**src/logic/cpu_pkg.sv**
```systemverilog
package cpu_pkg;

    typedef logic [31:0] word_t;
    typedef logic [4:0]  reg_addr_t;

    localparam word_t RESET_PC = 32'h0000_0000;
    localparam int    NUM_REGS = 32;

    // RV32I major opcodes
    localparam logic [6:0] OPC_OP     = 7'b0110011;
    localparam logic [6:0] OPC_OP_IMM = 7'b0010011;
    localparam logic [6:0] OPC_LUI    = 7'b0110111;
    localparam logic [6:0] OPC_LOAD   = 7'b0000011;
    localparam logic [6:0] OPC_STORE  = 7'b0100011;
    localparam logic [6:0] OPC_BRANCH = 7'b1100011;
    localparam logic [6:0] OPC_JAL    = 7'b1101111;

    // Branch conditions and the word access size
    localparam logic [2:0] F3_BEQ  = 3'b000;
    localparam logic [2:0] F3_BNE  = 3'b001;
    localparam logic [2:0] F3_BLT  = 3'b100;
    localparam logic [2:0] F3_BGE  = 3'b101;
    localparam logic [2:0] F3_WORD = 3'b010;

    typedef enum logic [3:0] {
        ALU_ADD,
        ALU_SUB,
        ALU_AND,
        ALU_OR,
        ALU_XOR,
        ALU_SLT,
        ALU_SLTU,
        ALU_SLL,
        ALU_SRL,
        ALU_SRA,
        ALU_PASS_B
    } alu_op_e;

    // EX holds the EX/MEM result, MEM holds the MEM/WB data
    typedef enum logic [1:0] {
        FWD_RF,
        FWD_EX,
        FWD_MEM
    } fwd_sel_e;

    typedef struct packed {
        alu_op_e    alu_op;
        logic       use_imm;
        logic       reg_write;
        logic       mem_read;
        logic       mem_write;
        logic       is_branch;
        logic       is_jal;
        logic [2:0] funct3;
    } ctrl_t;

    typedef struct packed {
        logic  valid;
        word_t pc;
        word_t instr;
    } if_id_t;

    typedef struct packed {
        logic      valid;
        word_t     pc;
        ctrl_t     ctrl;
        reg_addr_t rs1;
        reg_addr_t rs2;
        reg_addr_t rd;
        word_t     rs1_data;
        word_t     rs2_data;
        word_t     imm;
    } id_ex_t;

    typedef struct packed {
        logic      valid;
        ctrl_t     ctrl;
        reg_addr_t rd;
        word_t     result;
        word_t     store_data;
    } ex_mem_t;

    typedef struct packed {
        logic      valid;
        logic      reg_write;
        reg_addr_t rd;
        word_t     wb_data;
    } mem_wb_t;

endpackage

```
**src/logic/decoder.sv**
```systemverilog
module decoder
    import cpu_pkg::*;
(
    input  word_t     i_instr,
    output ctrl_t     o_ctrl,
    output word_t     o_imm,
    output reg_addr_t o_rs1,
    output reg_addr_t o_rs2,
    output reg_addr_t o_rd
);

    logic [6:0] opcode;
    logic [2:0] funct3;
    logic       alt;
    word_t      imm_i;
    word_t      imm_s;
    word_t      imm_b;
    word_t      imm_u;
    word_t      imm_j;

    assign opcode = i_instr[6:0];
    assign funct3 = i_instr[14:12];
    // funct7 bit 5 selects sub and sra
    assign alt    = i_instr[30];

    assign imm_i = {{20{i_instr[31]}}, i_instr[31:20]};
    assign imm_s = {{20{i_instr[31]}}, i_instr[31:25], i_instr[11:7]};
    assign imm_b = {{19{i_instr[31]}}, i_instr[31], i_instr[7],
                    i_instr[30:25], i_instr[11:8], 1'b0};
    assign imm_u = {i_instr[31:12], 12'b0};
    assign imm_j = {{11{i_instr[31]}}, i_instr[31], i_instr[19:12],
                    i_instr[20], i_instr[30:21], 1'b0};

    function automatic alu_op_e arith_op(input logic [2:0] f3, input logic sub_sra);
        alu_op_e op;
        case (f3)
            3'b000:  op = sub_sra ? ALU_SUB : ALU_ADD;
            3'b001:  op = ALU_SLL;
            3'b010:  op = ALU_SLT;
            3'b011:  op = ALU_SLTU;
            3'b100:  op = ALU_XOR;
            3'b101:  op = sub_sra ? ALU_SRA : ALU_SRL;
            3'b110:  op = ALU_OR;
            default: op = ALU_AND;
        endcase
        return op;
    endfunction

    always_comb begin
        o_ctrl        = '0;
        o_ctrl.alu_op = ALU_ADD;
        o_ctrl.funct3 = funct3;
        o_imm         = imm_i;
        o_rs1         = i_instr[19:15];
        o_rs2         = '0;
        o_rd          = '0;
        case (opcode)
            OPC_OP: begin
                o_ctrl.alu_op    = arith_op(funct3, alt);
                o_ctrl.reg_write = 1'b1;
                o_rs2            = i_instr[24:20];
                o_rd             = i_instr[11:7];
            end
            OPC_OP_IMM: begin
                // No subtract with an immediate, only srai uses the alt bit
                o_ctrl.alu_op    = arith_op(funct3, alt && (funct3 == 3'b101));
                o_ctrl.use_imm   = 1'b1;
                o_ctrl.reg_write = 1'b1;
                o_rd             = i_instr[11:7];
            end
            OPC_LUI: begin
                o_ctrl.alu_op    = ALU_PASS_B;
                o_ctrl.use_imm   = 1'b1;
                o_ctrl.reg_write = 1'b1;
                o_imm            = imm_u;
                o_rs1            = '0;
                o_rd             = i_instr[11:7];
            end
            OPC_LOAD: begin
                if (funct3 == F3_WORD) begin
                    o_ctrl.use_imm   = 1'b1;
                    o_ctrl.mem_read  = 1'b1;
                    o_ctrl.reg_write = 1'b1;
                    o_rd             = i_instr[11:7];
                end
            end
            OPC_STORE: begin
                o_imm = imm_s;
                if (funct3 == F3_WORD) begin
                    o_ctrl.use_imm   = 1'b1;
                    o_ctrl.mem_write = 1'b1;
                    o_rs2            = i_instr[24:20];
                end
            end
            OPC_BRANCH: begin
                o_ctrl.alu_op    = ALU_SUB;
                o_ctrl.is_branch = 1'b1;
                o_imm            = imm_b;
                o_rs2            = i_instr[24:20];
            end
            OPC_JAL: begin
                o_ctrl.is_jal    = 1'b1;
                o_ctrl.reg_write = 1'b1;
                o_imm            = imm_j;
                o_rs1            = '0;
                o_rd             = i_instr[11:7];
            end
            default: begin
                // Unknown opcode runs as a no-op
                o_rs1 = '0;
            end
        endcase
    end

endmodule

```
**src/logic/regfile.sv**
```systemverilog
module regfile
    import cpu_pkg::*;
(
    input  logic      clk,
    input  logic      i_reset,
    input  reg_addr_t i_rs1,
    input  reg_addr_t i_rs2,
    output word_t     o_rs1_data,
    output word_t     o_rs2_data,
    input  logic      i_we,
    input  reg_addr_t i_rd,
    input  word_t     i_wd
);

    word_t regs [NUM_REGS];

    // x0 is never written, so it keeps its reset value
    always_ff @(posedge clk) begin
        if (i_reset) begin
            for (int i = 0; i < NUM_REGS; i++) begin
                regs[i] <= '0;
            end
        end else if (i_we && (i_rd != '0)) begin
            regs[i_rd] <= i_wd;
        end
    end

    // Same-cycle write returns the new value
    function automatic word_t read_port(input reg_addr_t addr);
        word_t data;
        if (addr == '0) begin
            data = '0;
        end else if (i_we && (i_rd == addr)) begin
            data = i_wd;
        end else begin
            data = regs[addr];
        end
        return data;
    endfunction

    assign o_rs1_data = read_port(i_rs1);
    assign o_rs2_data = read_port(i_rs2);

endmodule

```
**src/logic/alu.sv**
```systemverilog
module alu
    import cpu_pkg::*;
(
    input  alu_op_e    i_op,
    input  word_t      i_a,
    input  word_t      i_b,
    input  logic [2:0] i_funct3,
    output word_t      o_result,
    output logic       o_taken
);

    logic [4:0] shamt;
    logic       eq;
    logic       lt_s;
    logic       lt_u;

    assign shamt = i_b[4:0];
    assign eq    = (i_a == i_b);
    assign lt_s  = ($signed(i_a) < $signed(i_b));
    assign lt_u  = (i_a < i_b);

    always_comb begin
        case (i_op)
            ALU_ADD:    o_result = i_a + i_b;
            ALU_SUB:    o_result = i_a - i_b;
            ALU_AND:    o_result = i_a & i_b;
            ALU_OR:     o_result = i_a | i_b;
            ALU_XOR:    o_result = i_a ^ i_b;
            ALU_SLT:    o_result = {31'b0, lt_s};
            ALU_SLTU:   o_result = {31'b0, lt_u};
            ALU_SLL:    o_result = i_a << shamt;
            ALU_SRL:    o_result = i_a >> shamt;
            ALU_SRA:    o_result = word_t'($signed(i_a) >>> shamt);
            ALU_PASS_B: o_result = i_b;
            default:    o_result = '0;
        endcase
    end

    // Branch condition, only meaningful for branch instructions
    always_comb begin
        case (i_funct3)
            F3_BEQ:  o_taken = eq;
            F3_BNE:  o_taken = !eq;
            F3_BLT:  o_taken = lt_s;
            F3_BGE:  o_taken = !lt_s;
            default: o_taken = 1'b0;
        endcase
    end

endmodule

```
**src/logic/hazard_unit.sv**
```systemverilog
module hazard_unit
    import cpu_pkg::*;
(
    input  reg_addr_t i_id_rs1,
    input  reg_addr_t i_id_rs2,
    input  id_ex_t    i_id_ex,
    input  ex_mem_t   i_ex_mem,
    input  mem_wb_t   i_mem_wb,
    input  logic      i_branch_taken,
    input  logic      i_dreq,
    input  logic      i_dack,
    output fwd_sel_e  o_fwd_a,
    output fwd_sel_e  o_fwd_b,
    output logic      o_stall,
    output logic      o_flush,
    output logic      o_interlock
);

    logic mem_fwd_ok;
    logic wb_fwd_ok;
    logic load_in_ex;

    // A load in MEM has no data yet, the stall keeps it from being needed
    assign mem_fwd_ok = i_ex_mem.valid && i_ex_mem.ctrl.reg_write
                        && !i_ex_mem.ctrl.mem_read && (i_ex_mem.rd != '0);
    assign wb_fwd_ok  = i_mem_wb.valid && i_mem_wb.reg_write && (i_mem_wb.rd != '0);

    // Nearest producer wins
    assign o_fwd_a = (mem_fwd_ok && (i_ex_mem.rd == i_id_ex.rs1)) ? FWD_EX  :
                     (wb_fwd_ok  && (i_mem_wb.rd == i_id_ex.rs1)) ? FWD_MEM : FWD_RF;
    assign o_fwd_b = (mem_fwd_ok && (i_ex_mem.rd == i_id_ex.rs2)) ? FWD_EX  :
                     (wb_fwd_ok  && (i_mem_wb.rd == i_id_ex.rs2)) ? FWD_MEM : FWD_RF;

    assign load_in_ex = i_id_ex.valid && i_id_ex.ctrl.mem_read && (i_id_ex.rd != '0);
    assign o_stall    = load_in_ex
                        && ((i_id_ex.rd == i_id_rs1) || (i_id_ex.rd == i_id_rs2));

    // Redirect on jal or a taken branch
    assign o_flush = i_id_ex.valid
                     && (i_id_ex.ctrl.is_jal || (i_id_ex.ctrl.is_branch && i_branch_taken));

    assign o_interlock = i_dreq && !i_dack;

endmodule

```
**src/logic/cpu_top.sv**
```systemverilog
module cpu_top
    import cpu_pkg::*;
(
    input  logic  clk,
    input  logic  i_reset,
    output word_t o_iaddr,
    input  word_t i_idata,
    output word_t o_daddr,
    output word_t o_dwdata,
    output logic  o_dreq,
    output logic  o_dwrite,
    input  word_t i_drdata,
    input  logic  i_dack
);

    word_t   pc;
    if_id_t  if_id;
    id_ex_t  id_ex;
    ex_mem_t ex_mem;
    mem_wb_t mem_wb;

    // Decode
    ctrl_t     id_ctrl;
    word_t     id_imm;
    reg_addr_t id_rs1;
    reg_addr_t id_rs2;
    reg_addr_t id_rd;
    word_t     id_rs1_data;
    word_t     id_rs2_data;

    // Execute
    fwd_sel_e fwd_a;
    fwd_sel_e fwd_b;
    word_t    op_a;
    word_t    op_b;
    word_t    alu_b;
    word_t    alu_result;
    logic     alu_taken;
    word_t    ex_result;
    word_t    branch_target;

    // Memory
    word_t mem_data;

    logic stall;
    logic flush;
    logic interlock;

    assign o_iaddr = pc;

    // Interlock freezes everything, flush beats stall
    always_ff @(posedge clk) begin
        if (i_reset) begin
            pc <= RESET_PC;
        end else if (!interlock) begin
            if (flush) begin
                pc <= branch_target;
            end else if (!stall) begin
                pc <= pc + 32'd4;
            end
        end
    end

    always_ff @(posedge clk) begin
        if (i_reset) begin
            if_id <= '0;
        end else if (!interlock) begin
            if (flush) begin
                if_id <= '0;
            end else if (!stall) begin
                if_id.valid <= 1'b1;
                if_id.pc    <= pc;
                if_id.instr <= i_idata;
            end
        end
    end

    decoder u_decoder (
        .i_instr (if_id.instr),
        .o_ctrl  (id_ctrl),
        .o_imm   (id_imm),
        .o_rs1   (id_rs1),
        .o_rs2   (id_rs2),
        .o_rd    (id_rd)
    );

    regfile u_regfile (
        .clk        (clk),
        .i_reset    (i_reset),
        .i_rs1      (id_rs1),
        .i_rs2      (id_rs2),
        .o_rs1_data (id_rs1_data),
        .o_rs2_data (id_rs2_data),
        .i_we       (mem_wb.valid && mem_wb.reg_write),
        .i_rd       (mem_wb.rd),
        .i_wd       (mem_wb.wb_data)
    );

    // Stall and flush both leave a bubble in EX
    always_ff @(posedge clk) begin
        if (i_reset) begin
            id_ex <= '0;
        end else if (!interlock) begin
            if (flush || stall) begin
                id_ex <= '0;
            end else begin
                id_ex.valid    <= if_id.valid;
                id_ex.pc       <= if_id.pc;
                id_ex.ctrl     <= id_ctrl;
                id_ex.rs1      <= id_rs1;
                id_ex.rs2      <= id_rs2;
                id_ex.rd       <= id_rd;
                id_ex.rs1_data <= id_rs1_data;
                id_ex.rs2_data <= id_rs2_data;
                id_ex.imm      <= id_imm;
            end
        end
    end

    always_comb begin
        case (fwd_a)
            FWD_EX:  op_a = ex_mem.result;
            FWD_MEM: op_a = mem_wb.wb_data;
            default: op_a = id_ex.rs1_data;
        endcase
        case (fwd_b)
            FWD_EX:  op_b = ex_mem.result;
            FWD_MEM: op_b = mem_wb.wb_data;
            default: op_b = id_ex.rs2_data;
        endcase
    end

    assign alu_b = id_ex.ctrl.use_imm ? id_ex.imm : op_b;

    alu u_alu (
        .i_op     (id_ex.ctrl.alu_op),
        .i_a      (op_a),
        .i_b      (alu_b),
        .i_funct3 (id_ex.ctrl.funct3),
        .o_result (alu_result),
        .o_taken  (alu_taken)
    );

    // jal links pc + 4
    assign ex_result     = id_ex.ctrl.is_jal ? (id_ex.pc + 32'd4) : alu_result;
    assign branch_target = id_ex.pc + id_ex.imm;

    always_ff @(posedge clk) begin
        if (i_reset) begin
            ex_mem <= '0;
        end else if (!interlock) begin
            ex_mem.valid      <= id_ex.valid;
            ex_mem.ctrl       <= id_ex.ctrl;
            ex_mem.rd         <= id_ex.rd;
            ex_mem.result     <= ex_result;
            ex_mem.store_data <= op_b;
        end
    end

    // Request stays put until acknowledged since EX/MEM holds
    assign o_dreq   = ex_mem.valid && (ex_mem.ctrl.mem_read || ex_mem.ctrl.mem_write);
    assign o_dwrite = ex_mem.valid && ex_mem.ctrl.mem_write;
    assign o_daddr  = ex_mem.result;
    assign o_dwdata = ex_mem.store_data;
    assign mem_data = ex_mem.ctrl.mem_read ? i_drdata : ex_mem.result;

    always_ff @(posedge clk) begin
        if (i_reset) begin
            mem_wb <= '0;
        end else if (!interlock) begin
            mem_wb.valid     <= ex_mem.valid;
            mem_wb.reg_write <= ex_mem.ctrl.reg_write;
            mem_wb.rd        <= ex_mem.rd;
            mem_wb.wb_data   <= mem_data;
        end
    end

    hazard_unit u_hazard (
        .i_id_rs1       (id_rs1),
        .i_id_rs2       (id_rs2),
        .i_id_ex        (id_ex),
        .i_ex_mem       (ex_mem),
        .i_mem_wb       (mem_wb),
        .i_branch_taken (alu_taken),
        .i_dreq         (o_dreq),
        .i_dack         (i_dack),
        .o_fwd_a        (fwd_a),
        .o_fwd_b        (fwd_b),
        .o_stall        (stall),
        .o_flush        (flush),
        .o_interlock    (interlock)
    );

endmodule

```
**config.mk**
```make
export PLATFORM = sky130hd
export DESIGN_NAME = cpu_top
export DESIGN_NICKNAME = d
export VERILOG_FILES = /design/src/logic/cpu_pkg.sv /design/src/logic/decoder.sv /design/src/logic/regfile.sv /design/src/logic/alu.sv /design/src/logic/hazard_unit.sv /design/src/logic/cpu_top.sv
export SDC_FILE = /design/constraint.sdc
export NUM_CORES = 2
export LEC_CHECK = 0
export BUFFER_PORTS_ARGS = -buffer_cell sky130_fd_sc_hd__buf_2
export CORE_MARGIN = 3
export CORE_UTILIZATION = 34
export DETAILED_ROUTE_END_ITERATION = 10
export PLACE_DENSITY_LB_ADDON = 0.12
export SLEW_MARGIN = 20
export SYNTH_ARGS = -nofsm -noshare
export SYNTH_HDL_FRONTEND = slang
export SYNTH_SLANG_ARGS = --single-unit
```
**constraint.sdc**
```tcl
create_clock -name clk -period 7.9 [get_ports clk]
set_clock_uncertainty 0.2 [all_clocks]
set_input_delay 0.395 -clock clk [delete_from_list [all_inputs] [get_ports clk]]
set_output_delay 0.395 -clock clk [all_outputs]
set_load 0.005 [all_outputs]
```
==> metrics.txt <==
status finished clean; Util after Layout 0.386; Max VDD drop ~210 uV; part of the power in combinational logic 0.066; most frequent cells in the layout nand2_1, edfxtp_1, and2_1, a21oi_1, nor2_1; Worst Tran Pin Value 1250 ps; Via density ~6.3; routed via count around 80,000; Final #Nets approximately 9,300; CP top delay family compound AO/OA/AOI/OAI gates; clk slew on worst S/H paths ~60 ps; worst-path cell chain xor2_1, or4_1, nor2_4, buf_4, buf_4, mux2i_1, o21ai_0, mux2i_1, inv_1, ha_1, inv_1, a21oi_1, nand2_1, a221oi_1, o221a_2, a221oi_1, or2_1, o21a_2, nor2_4, buf_12, a22oi_1, nor2_1, dlygate4sd3_1; Placer Congestion roughly 1.0; setup_tns 0 ps; Layout area overhead 12.5%; synth warn 0; share of the synthesized area in the top cell type 0.368; H-tree levels 4; residual DRC count 0; switch share 0.255; endpoints failing hold 0; Synth Flop Type edfxtp_1; Clock Latency Late Sink 860 ps; crit end category flip-flop; number of global-route vias before repair between 70,000 and 80,000; Hold WC Path Type primary input to flip-flop; Critical R2R Launch mem_wb[33]; CTS tree done; Synth area leader edfxtp_1; I/O Buffers approximately 160; sequential cell area ~38,000 um^2; RSZ-0062 raised after global routing no; CTS resizes 0; Cell variety after synth between 100 and 150; Crit Path Max Fanout slightly above 90; startpoint type of the worst setup path flip-flop; Die Y ~500 um; antenna violations before repair 65; Int Pwr ~13 mW; Pre-Repair DR Iteration Count 7; Global Route Usage Sum 0.339; clock share of power 0.450; fmax between 100 and 150 MHz; FP Rows between 150 and 200; die span in x between 500 and 600 um; Max transition margin 0.160; CTS root buf clkbuf_16; total chip power approximately 17 mW; share of layout cells above drive strength 1 0.109; sequential share of the synthesized area 0.455; Mapped Area around 84,000 um^2; Reg power frac 0.484; DRT iter0 DRCs 12,400; clk buf depth 3; routed length per instance 35.4 um; core footprint about 240,000 um^2; EDFF count, synth just over 1,000; critical path data arrival time approximately 8000 ps; Final period util 0.934; Crit Path Class flip-flop to flip-flop; Synth Register Bits about 1,400; max-slew violation count 0; Leak Pwr between 30 and 40 nW; # Max-Cap Violations 0; total grt overflow 0; Crit-path slowest cell dfxtp_1; largest net degree at the start of global routing ~150; Starting Density 0.343; Bufs and invs on worst path 6; worst hold slack 124 ps; DP HPWL between 200,000 and 300,000 um; FFs w/ async S/R, synth 0; Final setup violation count 0; syn_area_per_cell between 9 and 10 um^2; CTS Sinks roughly 1,400; Critical Path Source mem_wb[33]; area of the multi-input gates between 40,000 and 50,000 um^2; fill count about 24,000; final WL between 400,000 and 500,000 um; NetSw about 4.3 mW; ranking of synthesized cells by area edfxtp_1, dfxtp_1, and2_1; cell count after synthesis 9,283; leading cell type in the layout, fill and taps excluded nand2_1; Hold Startpoint i_drdata[30]; top-level port count 165; max incr delay on CP approximately 640 ps; required time worst endpoint between 8000 and 9000 ps; CTS Buf Count between 150 and 200; global-route wire length before repair approximately 610,000 um; die area roughly 250,000 um^2; Routed Antenna Nets 0; pwr/cell area between 150 and 200 nW/um^2; min cycle time layout between 7000 and 8000 ps
worst reg2reg max path: stages (launching register included):
cell and delay (ps):
dfxtp_1 640, xor2_1 170, or4_1 550, nor2_4 190, buf_4 230, buf_4 190
mux2i_1 190, o21ai_0 140, mux2i_1 300, inv_1 80, ha_1 390, inv_1 120
a21oi_1 390, nand2_1 150, a221oi_1 540, o221a_2 370, a221oi_1 100, or2_1 340
o21a_2 290, nor2_4 440, buf_12 400, a22oi_1 170, nor2_1 140, dlygate4sd3_1 580
registers in the layout, indices dropped and copies added (netlist names):
signal / count
ex_mem: 9
mem_wb: 39
o_iaddr: 32
o_daddr: 32
u_regfile.regs: 1024
if_id: 65
id_ex: 157
o_dwdata: 32
layout make-up:
class | count | area share
multi-input cells | 6856 | 0.443
flip-flops and latches | 1390 | 0.405
clock buffers | 233 | 0.0488
repair buffers | 592 | 0.0486
well taps | 3202 | 0.0426
clock inverters | 70 | 0.00720
inverters | 121 | 0.00482
diodes | 15 | 0.000399
synth_stat cells, types with 31 or more instances:
cell type  count
nand2_1     1221
edfxtp_1    1024
and2_1      1011
nor2_1       721
clkbuf_1     715
a21oi_1      704
o21ai_0      466
nand3_1      384
dfxtp_1      366
a221oi_1     330
mux2i_1      303
a22oi_1      190
nor3_1       164
ha_1         130
inv_1        116
a31oi_1      114
a211oi_1     104
xnor2_1       95
o22ai_1       78
buf_4         76
buf_2         62
buf_1         59
nand4_1       56
mux2_2        47
o21ai_1       45
mux4_2        44
or2_2         43
o211ai_1      37
o2111ai_1     35
and3_1        33
clkbuf_2      32
o221ai_1      31
kinds of logic (layout without fill, tap and decap cells):
kind of cell | Yosys count | count (layout) | share of synthesized area
and+or+nand+nor | 3764 | 3765 | 0.217
AOI/OAI and AO/OA | 2407 | 2407 | 0.187
DFF | 1390 | 1390 | 0.455
buffers and inverters | 1069 | 1016 | 0.0531
muxes | 394 | 394 | 0.0544
adders and majority gates | 133 | 133 | 0.0202
xor gates and xnor gates | 125 | 125 | 0.0131
other | 1 | 47 | 0.0000448
what timing repair did:
| action | 4_1_cts | 5_1_grt |
|---|---|---|
| endpoints found under the hold margin | 120 | 0 |
| setup endpoints to repair | 0 | 46 |
| hold buffers | 87 | 0 |
| setup buffers | 0 | 13 |
metrics by stage:
stage	instances	instance area, um^2	setup WS, ps
final	12500	94100	518
after global routing	12500	94100	170
after CTS	12400	94000	159
after detailed placement	12100	87800	555
after global placement	12100	87800	686
after floorplan	9314	83800	2220
worst paths after layout:
kind,endpoint,cells past startpoint,slack (ps)
worst max-delay path,if_id[1],23,520
worst min-delay path,mem_wb[30],3,120
worst max register to register,if_id[1],23,520
worst min register to register,o_dwdata[8],2,250
per-layer routing:
layer	part of all wire	global-route usage	vias up
met5	0.00034	0	-
met3	0.10	0.0704	974
met2	0.43	0.506	5050
li1	-	-	33300
met1	0.41	0.459	38900
met4	0.064	0.184	24
power by group through the flow:
| stage | Clock, mW | Combinational, mW | Sequential (mW) |
|---|---|---|---|
| after global placement | 0 | 1.05 | 8.38 |
| after detailed placement | 0 | 1.06 | 8.38 |
| after CTS | 7.75 | 1.09 | 8.23 |
| after global routing | 8.04 | 1.17 | 8.26 |
| final | 7.65 | 1.12 | 8.24 |
| after floorplan | 0 | 0.592 | 8.29 |
Note: power is estimated with default switching activity, not from simulation.
